[config.mk]
export PLATFORM = sky130hd
export DESIGN_NAME = exec_top
export DESIGN_NICKNAME = d
export VERILOG_FILES = /design/src/design/exec_pkg.sv /design/src/design/exec_top.sv /design/src/design/issue_dispatch.sv /design/src/design/cdb_arbiter.sv /design/src/design/issue_mult.sv /design/src/design/issue_int.sv /design/src/design/cla_32.sv
export SDC_FILE = /design/constraint.sdc
export NUM_CORES = 1
export LEC_CHECK = 0
export BUFFER_PORTS_ARGS = -buffer_cell sky130_fd_sc_hd__buf_2
export CORE_MARGIN = 2
export CORE_UTILIZATION = 33
export DETAILED_ROUTE_END_ITERATION = 7
export GPL_TIMING_DRIVEN = 0
export SYNTH_ARGS = -nofsm -noshare
export SYNTH_HDL_FRONTEND = slang
export SYNTH_HIERARCHICAL = 1
export SYNTH_SLANG_ARGS = --single-unit
[constraint.sdc]
create_clock -name clk -period 10.7 [get_ports clk]
set_input_delay 0.535 -clock clk [delete_from_list [all_inputs] [get_ports clk]]
set_output_delay 0.535 -clock clk [all_outputs]
set_load 0.03 [all_outputs]
[src/design/exec_pkg.sv]
`default_nettype none

package exec_pkg;

   // ~~~~~~~~~~~~~~~~~~~~~~~~~~~~~~~~~~~~~~
   // Widths
   // ~~~~~~~~~~~~~~~~~~~~~~~~~~~~~~~~~~~~~~
   localparam int DATA_WIDTH = 32;
   localparam int TAG_WIDTH  = 6;

   // Opcodes seen by the back end
   typedef enum logic [3:0] {
      ADD  = 4'd0,
      ADDU = 4'd1,
      SUB  = 4'd2,
      SUBU = 4'd3,
      AND  = 4'd4,
      OR   = 4'd5,
      NOR  = 4'd6,
      SLT  = 4'd7,
      SLTU = 4'd8,
      BEQ  = 4'd9,
      MULT = 4'd10
   } exec_op_e;

   // ~~~~~~~~~~~~~~~~~~~~~~~~~~~~~~~~~~~~~~
   // Bus payloads
   // ~~~~~~~~~~~~~~~~~~~~~~~~~~~~~~~~~~~~~~

   // Issued instruction, 74 bits
   typedef struct packed {
      exec_op_e              op;
      logic [DATA_WIDTH-1:0] rs_data;
      logic [DATA_WIDTH-1:0] rt_data;
      logic [TAG_WIDTH-1:0]  rd_tag;
   } exec_instr_t;

   // Unit result, 42 bits
   typedef struct packed {
      logic [DATA_WIDTH-1:0] data;
      logic [TAG_WIDTH-1:0]  rd_tag;
      logic                  carry;
      logic                  overflow;
      logic                  is_branch;
      logic                  branch_taken;
   } exec_result_t;

   // Broadcast bus, one valid cycle per result
   typedef struct packed {
      logic         valid;
      exec_result_t result;
   } cdb_t;

endpackage

`default_nettype wire
[src/design/exec_top.sv]
`timescale 1ns/1ps
`default_nettype none

module exec_top
   import exec_pkg::*;
#(
   parameter int MULT_BITS = 2
) (
   input  logic        clk,
   input  logic        reset,
   input  logic        issue_req,
   input  exec_instr_t issue_instr,
   output logic        issue_ack,
   output cdb_t        cdb
);

   logic         int_req;
   logic         int_ack;
   exec_instr_t  int_instr;
   logic         mul_req;
   logic         mul_ack;
   exec_instr_t  mul_instr;
   logic         int_res_req;
   logic         int_res_ack;
   exec_result_t int_res;
   logic         mul_res_req;
   logic         mul_res_ack;
   exec_result_t mul_res;

   issue_dispatch u_dispatch (
      .clk         (clk),
      .reset       (reset),
      .issue_req   (issue_req),
      .issue_instr (issue_instr),
      .issue_ack   (issue_ack),
      .int_req     (int_req),
      .int_instr   (int_instr),
      .int_ack     (int_ack),
      .mul_req     (mul_req),
      .mul_instr   (mul_instr),
      .mul_ack     (mul_ack)
   );

   issue_int u_int (
      .clk         (clk),
      .reset       (reset),
      .int_req     (int_req),
      .int_instr   (int_instr),
      .int_ack     (int_ack),
      .int_res_req (int_res_req),
      .int_res     (int_res),
      .int_res_ack (int_res_ack)
   );

   issue_mult #(
      .MULT_BITS (MULT_BITS)
   ) u_mult (
      .clk         (clk),
      .reset       (reset),
      .mul_req     (mul_req),
      .mul_instr   (mul_instr),
      .mul_ack     (mul_ack),
      .mul_res_req (mul_res_req),
      .mul_res     (mul_res),
      .mul_res_ack (mul_res_ack)
   );

   cdb_arbiter u_arbiter (
      .clk         (clk),
      .reset       (reset),
      .int_res_req (int_res_req),
      .int_res     (int_res),
      .int_res_ack (int_res_ack),
      .mul_res_req (mul_res_req),
      .mul_res     (mul_res),
      .mul_res_ack (mul_res_ack),
      .cdb         (cdb)
   );

endmodule

`default_nettype wire

[src/design/issue_dispatch.sv]
`timescale 1ns/1ps
`default_nettype none

module issue_dispatch
   import exec_pkg::*;
(
   input  logic        clk,
   input  logic        reset,
   input  logic        issue_req,
   input  exec_instr_t issue_instr,
   output logic        issue_ack,
   output logic        int_req,
   output exec_instr_t int_instr,
   input  logic        int_ack,
   output logic        mul_req,
   output exec_instr_t mul_instr,
   input  logic        mul_ack
);

   typedef enum logic [1:0] {
      IDLE,
      FORWARD,
      ACK_UP,
      WAIT_DROP
   } disp_state_e;

   disp_state_e state;
   logic        sel_mul;
   logic        is_mult;
   logic        unit_ack;

   assign is_mult  = (issue_instr.op == MULT);
   assign unit_ack = sel_mul ? mul_ack : int_ack;

   // Source holds the instruction until issue_ack, which covers the unit handshake
   assign int_instr = issue_instr;
   assign mul_instr = issue_instr;

   always_ff @(posedge clk) begin
      if (reset) begin
         state     <= IDLE;
         sel_mul   <= 1'b0;
         issue_ack <= 1'b0;
         int_req   <= 1'b0;
         mul_req   <= 1'b0;
      end else begin
         case (state)
            IDLE: begin
               if (issue_req) begin
                  sel_mul <= is_mult;
                  int_req <= !is_mult;
                  mul_req <= is_mult;
                  state   <= FORWARD;
               end
            end
            // Unit has latched it once ack rises
            FORWARD: begin
               if (unit_ack) begin
                  int_req <= 1'b0;
                  mul_req <= 1'b0;
                  state   <= ACK_UP;
               end
            end
            ACK_UP: begin
               if (!unit_ack) begin
                  issue_ack <= 1'b1;
                  state     <= WAIT_DROP;
               end
            end
            WAIT_DROP: begin
               if (!issue_req) begin
                  issue_ack <= 1'b0;
                  state     <= IDLE;
               end
            end
            default: state <= IDLE;
         endcase
      end
   end

   assert property (@(posedge clk) disable iff (reset)
      int_req |=> !int_req || $stable(int_instr));

   assert property (@(posedge clk) disable iff (reset)
      mul_req |=> !mul_req || $stable(mul_instr));

endmodule

`default_nettype wire

[src/design/cdb_arbiter.sv]
`timescale 1ns/1ps
`default_nettype none

module cdb_arbiter
   import exec_pkg::*;
(
   input  logic         clk,
   input  logic         reset,
   input  logic         int_res_req,
   input  exec_result_t int_res,
   output logic         int_res_ack,
   input  logic         mul_res_req,
   input  exec_result_t mul_res,
   output logic         mul_res_ack,
   output cdb_t         cdb
);

   logic         last_mul;
   logic         int_pend;
   logic         mul_pend;
   logic         bus_free;
   logic         grant_int;
   logic         grant_mul;
   logic         cdb_valid;
   exec_result_t cdb_result;

   assign int_pend = int_res_req && !int_res_ack;
   assign mul_pend = mul_res_req && !mul_res_ack;

   // One handshake open at a time
   assign bus_free = !int_res_ack && !mul_res_ack;

   // Round robin, the unit not served last wins a tie
   assign grant_int = bus_free && int_pend && (!mul_pend || last_mul);
   assign grant_mul = bus_free && mul_pend && !grant_int;

   always_ff @(posedge clk) begin
      if (reset) begin
         last_mul    <= 1'b0;
         int_res_ack <= 1'b0;
         mul_res_ack <= 1'b0;
         cdb_valid   <= 1'b0;
      end else begin
         cdb_valid <= grant_int || grant_mul;

         if (grant_int) begin
            int_res_ack <= 1'b1;
            last_mul    <= 1'b0;
         end else if (int_res_ack && !int_res_req) begin
            int_res_ack <= 1'b0;
         end

         if (grant_mul) begin
            mul_res_ack <= 1'b1;
            last_mul    <= 1'b1;
         end else if (mul_res_ack && !mul_res_req) begin
            mul_res_ack <= 1'b0;
         end
      end
   end

   always_ff @(posedge clk) begin
      if (grant_int)
         cdb_result <= int_res;
      else if (grant_mul)
         cdb_result <= mul_res;
   end

   assign cdb = '{valid: cdb_valid, result: cdb_result};

   assert property (@(posedge clk) disable iff (reset)
      !(int_res_ack && mul_res_ack));

   // Each grant broadcasts once
   assert property (@(posedge clk) disable iff (reset)
      cdb_valid |=> !cdb_valid);

endmodule

`default_nettype wire

[src/design/issue_mult.sv]
`timescale 1ns/1ps
`default_nettype none

module issue_mult
   import exec_pkg::*;
#(
   parameter int MULT_BITS = 2
) (
   input  logic         clk,
   input  logic         reset,
   input  logic         mul_req,
   input  exec_instr_t  mul_instr,
   output logic         mul_ack,
   output logic         mul_res_req,
   output exec_result_t mul_res,
   input  logic         mul_res_ack
);

   localparam int STEPS = DATA_WIDTH / MULT_BITS;
   localparam int CNT_W = $clog2(STEPS + 1);

   typedef enum logic [1:0] {
      IDLE,
      BUSY,
      REPORT
   } mul_state_e;

   mul_state_e            state;
   logic [CNT_W-1:0]      count;
   logic [DATA_WIDTH-1:0] acc;
   logic [DATA_WIDTH-1:0] mcand;
   logic [DATA_WIDTH-1:0] mplier;
   logic [TAG_WIDTH-1:0]  tag;
   logic [DATA_WIDTH-1:0] partial;
   logic                  accept;

   assign accept = (state == IDLE) && mul_req && !mul_ack;

   // Multiplicand multiples for the next MULT_BITS multiplier bits
   always_comb begin
      partial = '0;
      for (int j = 0; j < MULT_BITS; j++) begin
         if (mplier[j])
            partial = partial + (mcand << j);
      end
   end

   always_ff @(posedge clk) begin
      if (reset) begin
         state       <= IDLE;
         count       <= '0;
         mul_ack     <= 1'b0;
         mul_res_req <= 1'b0;
      end else begin
         if (mul_ack && !mul_req)
            mul_ack <= 1'b0;
         case (state)
            IDLE: begin
               if (accept) begin
                  mul_ack <= 1'b1;
                  count   <= CNT_W'(STEPS - 1);
                  state   <= BUSY;
               end
            end
            BUSY: begin
               count <= count - CNT_W'(1);
               if (count == '0) begin
                  mul_res_req <= 1'b1;
                  state       <= REPORT;
               end
            end
            REPORT: begin
               if (mul_res_req && mul_res_ack)
                  mul_res_req <= 1'b0;
               else if (!mul_res_req && !mul_res_ack)
                  state <= IDLE;
            end
            default: state <= IDLE;
         endcase
      end
   end

   // Shift-add datapath
   always_ff @(posedge clk) begin
      if (accept) begin
         acc    <= '0;
         mcand  <= mul_instr.rs_data;
         mplier <= mul_instr.rt_data;
         tag    <= mul_instr.rd_tag;
      end else if (state == BUSY) begin
         acc    <= acc + partial;
         mcand  <= mcand << MULT_BITS;
         mplier <= mplier >> MULT_BITS;
      end
   end

   // Low half of the product, no flags
   always_comb begin
      mul_res        = '0;
      mul_res.data   = acc;
      mul_res.rd_tag = tag;
   end

endmodule

`default_nettype wire

[src/design/issue_int.sv]
`timescale 1ns/1ps
`default_nettype none

module issue_int
   import exec_pkg::*;
(
   input  logic         clk,
   input  logic         reset,
   input  logic         int_req,
   input  exec_instr_t  int_instr,
   output logic         int_ack,
   output logic         int_res_req,
   output exec_result_t int_res,
   input  logic         int_res_ack
);

   typedef enum logic [1:0] {
      IDLE,
      EXEC,
      REPORT
   } int_state_e;

   int_state_e            state;
   exec_instr_t           instr;
   logic                  accept;
   logic [DATA_WIDTH-1:0] add_b;
   logic                  add_cin;
   logic [DATA_WIDTH-1:0] add_sum;
   logic                  add_cout;
   logic                  add_ovf;

   assign accept = (state == IDLE) && int_req && !int_ack;

   // ~~~~~~~~~~~~~~~~~~~~~~~~~~~~~~~~~~~~~~
   // Handshakes
   // ~~~~~~~~~~~~~~~~~~~~~~~~~~~~~~~~~~~~~~
   always_ff @(posedge clk) begin
      if (reset) begin
         state       <= IDLE;
         int_ack     <= 1'b0;
         int_res_req <= 1'b0;
      end else begin
         if (int_ack && !int_req)
            int_ack <= 1'b0;
         case (state)
            IDLE: begin
               if (accept) begin
                  int_ack <= 1'b1;
                  state   <= EXEC;
               end
            end
            EXEC: begin
               int_res_req <= 1'b1;
               state       <= REPORT;
            end
            REPORT: begin
               // Busy until the result ack has dropped again
               if (int_res_req && int_res_ack)
                  int_res_req <= 1'b0;
               else if (!int_res_req && !int_res_ack)
                  state <= IDLE;
            end
            default: state <= IDLE;
         endcase
      end
   end

   always_ff @(posedge clk) begin
      if (accept)
         instr <= int_instr;
   end

   // ~~~~~~~~~~~~~~~~~~~~~~~~~~~~~~~~~~~~~~
   // Datapath
   // ~~~~~~~~~~~~~~~~~~~~~~~~~~~~~~~~~~~~~~

   // Subtract as rs + ~rt + 1
   always_comb begin
      add_b   = instr.rt_data;
      add_cin = 1'b0;
      if (instr.op == SUB || instr.op == SUBU) begin
         add_b   = ~instr.rt_data;
         add_cin = 1'b1;
      end
   end

   cla_32 u_cla (
      .a_in      (instr.rs_data),
      .b_in      (add_b),
      .carry_in  (add_cin),
      .sum       (add_sum),
      .carry_out (add_cout),
      .overflow  (add_ovf)
   );

   always_comb begin
      int_res        = '0;
      int_res.rd_tag = instr.rd_tag;
      case (instr.op)
         ADD, ADDU, SUB, SUBU: begin
            int_res.data     = add_sum;
            int_res.carry    = add_cout;
            int_res.overflow = add_ovf;
         end
         AND:  int_res.data = instr.rs_data & instr.rt_data;
         OR:   int_res.data = instr.rs_data | instr.rt_data;
         NOR:  int_res.data = ~(instr.rs_data | instr.rt_data);
         SLT: begin
            int_res.data = {{(DATA_WIDTH-1){1'b0}},
                            $signed(instr.rs_data) < $signed(instr.rt_data)};
         end
         SLTU: begin
            int_res.data = {{(DATA_WIDTH-1){1'b0}}, instr.rs_data < instr.rt_data};
         end
         BEQ: begin
            int_res.is_branch    = 1'b1;
            int_res.branch_taken = (instr.rs_data == instr.rt_data);
         end
         default: ;
      endcase
   end

   // A result request only comes from a busy unit
   assert property (@(posedge clk) disable iff (reset)
      (state == IDLE) |-> !int_res_req);

endmodule

`default_nettype wire

[src/design/cla_32.sv]
`timescale 1ns/1ps
`default_nettype none

module cla_32
   import exec_pkg::*;
(
   input  logic [DATA_WIDTH-1:0] a_in,
   input  logic [DATA_WIDTH-1:0] b_in,
   input  logic                  carry_in,
   output logic [DATA_WIDTH-1:0] sum,
   output logic                  carry_out,
   output logic                  overflow
);

   localparam int GROUPS = DATA_WIDTH / 4;

   logic [DATA_WIDTH-1:0] gen;
   logic [DATA_WIDTH-1:0] prop;
   logic [GROUPS-1:0]     grp_gen;
   logic [GROUPS-1:0]     grp_prop;
   logic [GROUPS:0]       grp_carry;
   logic [DATA_WIDTH-1:0] carry;

   assign gen  = a_in & b_in;
   assign prop = a_in ^ b_in;

   // Group generate and propagate, 4 bits each
   always_comb begin
      for (int k = 0; k < GROUPS; k++) begin
         grp_gen[k] = gen[4*k+3]
                    | (prop[4*k+3] & gen[4*k+2])
                    | (prop[4*k+3] & prop[4*k+2] & gen[4*k+1])
                    | (prop[4*k+3] & prop[4*k+2] & prop[4*k+1] & gen[4*k]);
         grp_prop[k] = &prop[4*k +: 4];
      end
   end

   // Lookahead across the groups
   always_comb begin
      grp_carry[0] = carry_in;
      for (int k = 0; k < GROUPS; k++) begin
         grp_carry[k+1] = grp_gen[k] | (grp_prop[k] & grp_carry[k]);
      end
   end

   // Bit carries inside a group start from its group carry
   always_comb begin
      for (int k = 0; k < GROUPS; k++) begin
         carry[4*k]   = grp_carry[k];
         carry[4*k+1] = gen[4*k]   | (prop[4*k]   & carry[4*k]);
         carry[4*k+2] = gen[4*k+1] | (prop[4*k+1] & carry[4*k+1]);
         carry[4*k+3] = gen[4*k+2] | (prop[4*k+2] & carry[4*k+2]);
      end
   end

   assign sum       = prop ^ carry;
   assign carry_out = grp_carry[GROUPS];
   assign overflow  = carry[DATA_WIDTH-1] ^ grp_carry[GROUPS];

endmodule

`default_nettype wire

==> impl_metrics.env <==
export IMPL_run_status="finished, final reports clean"
export IMPL_max_cap_violations=0
export IMPL_vdd_ir_drop_max_uv=130
export IMPL_worst_setup_path_start_kind="flip-flop"
export IMPL_pwr_density_cell_mw_per_mm2=265
export IMPL_synth_area_per_cell_um2=9.46
export IMPL_finalPower_mw=5.58
export IMPL_syn_cell_area_mm2=0.0188
export IMPL_rsz_0062_raised_after_global_routing="false"
export IMPL_finalWirelength_um=55300
export IMPL_fin_crit_sh_pct=72.9
export IMPL_timing_critical_path_to_type="flip-flop"
export IMPL_clock_tree_from_tritoncts="built"
export IMPL_floorplan_die_height_um=243
export IMPL_globalRouteTotalUtil_pct=18.4
export IMPL_cts_root_buffer="clkbuf_16"
export IMPL_finalMaxSlewViolations=0
export IMPL_grt_start_max_net_pins=58
export IMPL_numClockSinks=241
export IMPL_vias_per_cell=5.06
export IMPL_fillerInstances=5686
export IMPL_power_leakage_nw=8.98
export IMPL_antenna_found_initial=2
export IMPL_grt_first_pass_wirelength_um=84700
export IMPL_worst_endpoint_arrival_ns=8.30
export IMPL_cts_inserted_buffers=28
export IMPL_synth_yosys_warnings=6
export IMPL_finalHoldViolCount=0
export IMPL_n_antenna_cell=0
export IMPL_dp_slack_ns=3.01
export IMPL_synthesized_instance_count=1985
export IMPL_via_count_of_the_first_global_routing_pass=14300
export IMPL_antenna_viol_nets_final=0
export IMPL_required_ns=11.21
export IMPL_setup_violations_final=0
export IMPL_tns_ns=0
export IMPL_maximum_count_of_clock_buffers_along_a_single_path=3
export IMPL_post_cts_resize_count=0
export IMPL_port_buffer_count=50
export IMPL_die_x_um=243
export IMPL_num_vias=14500
export IMPL_pre_antenna_drt_iters=6
export IMPL_die_area_mm2=0.0589
export IMPL_finalCriticalPeriod_ns=7.80
export IMPL_number_of_instances_in_the_placed_design=2809
export IMPL_path_class="reg -> reg"
export IMPL_crit_path_max_fanout=10
export IMPL_worst_margin_pin_slew_ns=1.32
export IMPL_path_clk_slew_ns=0.07
export IMPL_ctsHtreeMaxLevel=1
export IMPL_fp_coreArea_mm2=0.0564
export IMPL_ioPinCount=121
export IMPL_syn2layout_area_growth_pct=12.1
export IMPL_clock_skew_ns=0.0219
export IMPL_hpwl_um=43100
export IMPL_finalWorstSetupSlack_ns=2.90
export IMPL_drive_gt1_share_pct=18.5
export IMPL_post_cts_setup_buffers=0
export IMPL_detail_route_iter0_violations=1041
export IMPL_place_congestion=0.926
export IMPL_worst_slew_margin_rel_pct=11.7
export IMPL_cts_hold_buf=0
export IMPL_overflow=0
export IMPL_achievable_frequency_mhz=128
export IMPL_start_util_pct=33.3
export IMPL_layoutNonFillerInstCount=2861
export IMPL_route_detailed_drc=0
export IMPL_min_path_type="in -> reg"
export IMPL_row_count=87
export IMPL_finalNetCount=2375
export IMPL_worstSkewPairLatency_ns=0.58
export IMPL_wl_per_cell_um=19.3
==> placed cells by master (no fill, tap or decap), drive strengths merged, types with 29 or more instances in the layout <==
cell,instances
a21oi,106
a221o,32
and2,29
buf,255
clkbuf,83
dfxtp,55
edfxtp,186
ha,189
inv,127
mux2,54
mux2i,29
nand2,292
nand3,41
nor2,101
o21ai,99
xnor2,56
xor2,34
==> worst max-delay path: stages (launching register included) <==
cell	delay, ns
edfxtp_1	0.34
buf_2	0.26
buf_4	0.26
clkbuf_1	0.43
clkbuf_1	0.52
clkbuf_1	0.61
and2_1	0.29
ha_1	0.16
a21o_1	0.19
a22oi_1	0.09
o221a_2	0.33
nor4b_2	0.46
nor2_1	0.18
o21ai_1	0.35
o211ai_1	0.25
o2111ai_1	0.24
o221ai_1	0.16
ha_1	0.36
a2111oi_0	0.82
or3_1	0.21
o211ai_1	0.09
a21oi_1	0.14
o311ai_1	0.17
or4_4	0.45
a211o_1	0.28
o21ai_2	0.05
==> layer usage <==
metal / part of all wire, % / vias up / global-route usage [%]
met4: 4.1 / 0 / 7.72
met3: 5.3 / 99 / 2.24
met1: 43 / 6921 / 23.6
met2: 48 / 444 / 31.4
met5: 0 / - / 0
li1: - / 7010 / -
==> registers in the layout, indices dropped and copies added (netlist names), 2 cells and up <==
signal / count
u_mult/state: 2
u_int/int_res: 6
u_dispatch/state: 2
u_int/instr: 68
u_arbiter/cdb: 42
u_mult/mplier: 32
u_mult/count: 5
u_mult/tag: 6
u_mult/acc: 32
u_int/state: 2
u_mult/mcand: 32
==> area by class of cell <==
type	instances	area, um^2	area share [%]
plain buffers	238	1540	7.33
clock buffers	35	769	3.65
clock inverters	17	123	0.582
inverters	127	477	2.26
multi-input cells	1382	10100	48.0
flip-flops and latches	241	6690	31.7
well taps	756	946	4.49
repair buffers	65	405	1.92
==> through the flow <==
stage | util, % | cell area [um^2] | hold slack (ns)
finish | 37.3 | 21100 | 0.135
global route | 37.3 | 21100 | 0.109
CTS | 37.3 | 21100 | 0.101
detailed placement | 35.8 | 20200 | 0.482
global placement | 35.5 | 20000 | 0.479
floorplan | - | 18800 | 0.449
==> report_power, final <==
part	internal, mW	switching (mW)	total [mW]
Sequential	1.37	0.214	1.59
Combinational	1.21	1.83	3.04
Clock	0.534	0.418	0.953
==> worst paths after layout <==
check	startpoint	end	slack (ns)	cells after the start
hold / removal	issue_instr[55]	u_int/instr[55]$_DFFE_PP_	0.13	1
setup reg to reg	u_mult/mplier[0]$_DFFE_PP_	u_mult/acc[31]$_SDFFE_PP0P_	2.90	25
setup / recovery	u_mult/mplier[0]$_DFFE_PP_	u_mult/acc[31]$_SDFFE_PP0P_	2.90	25
hold reg to reg	u_mult/acc[31]$_SDFFE_PP0P_	u_mult/acc[31]$_SDFFE_PP0P_	0.49	2
No activity file was read; power rests on OpenSTA's default activity.
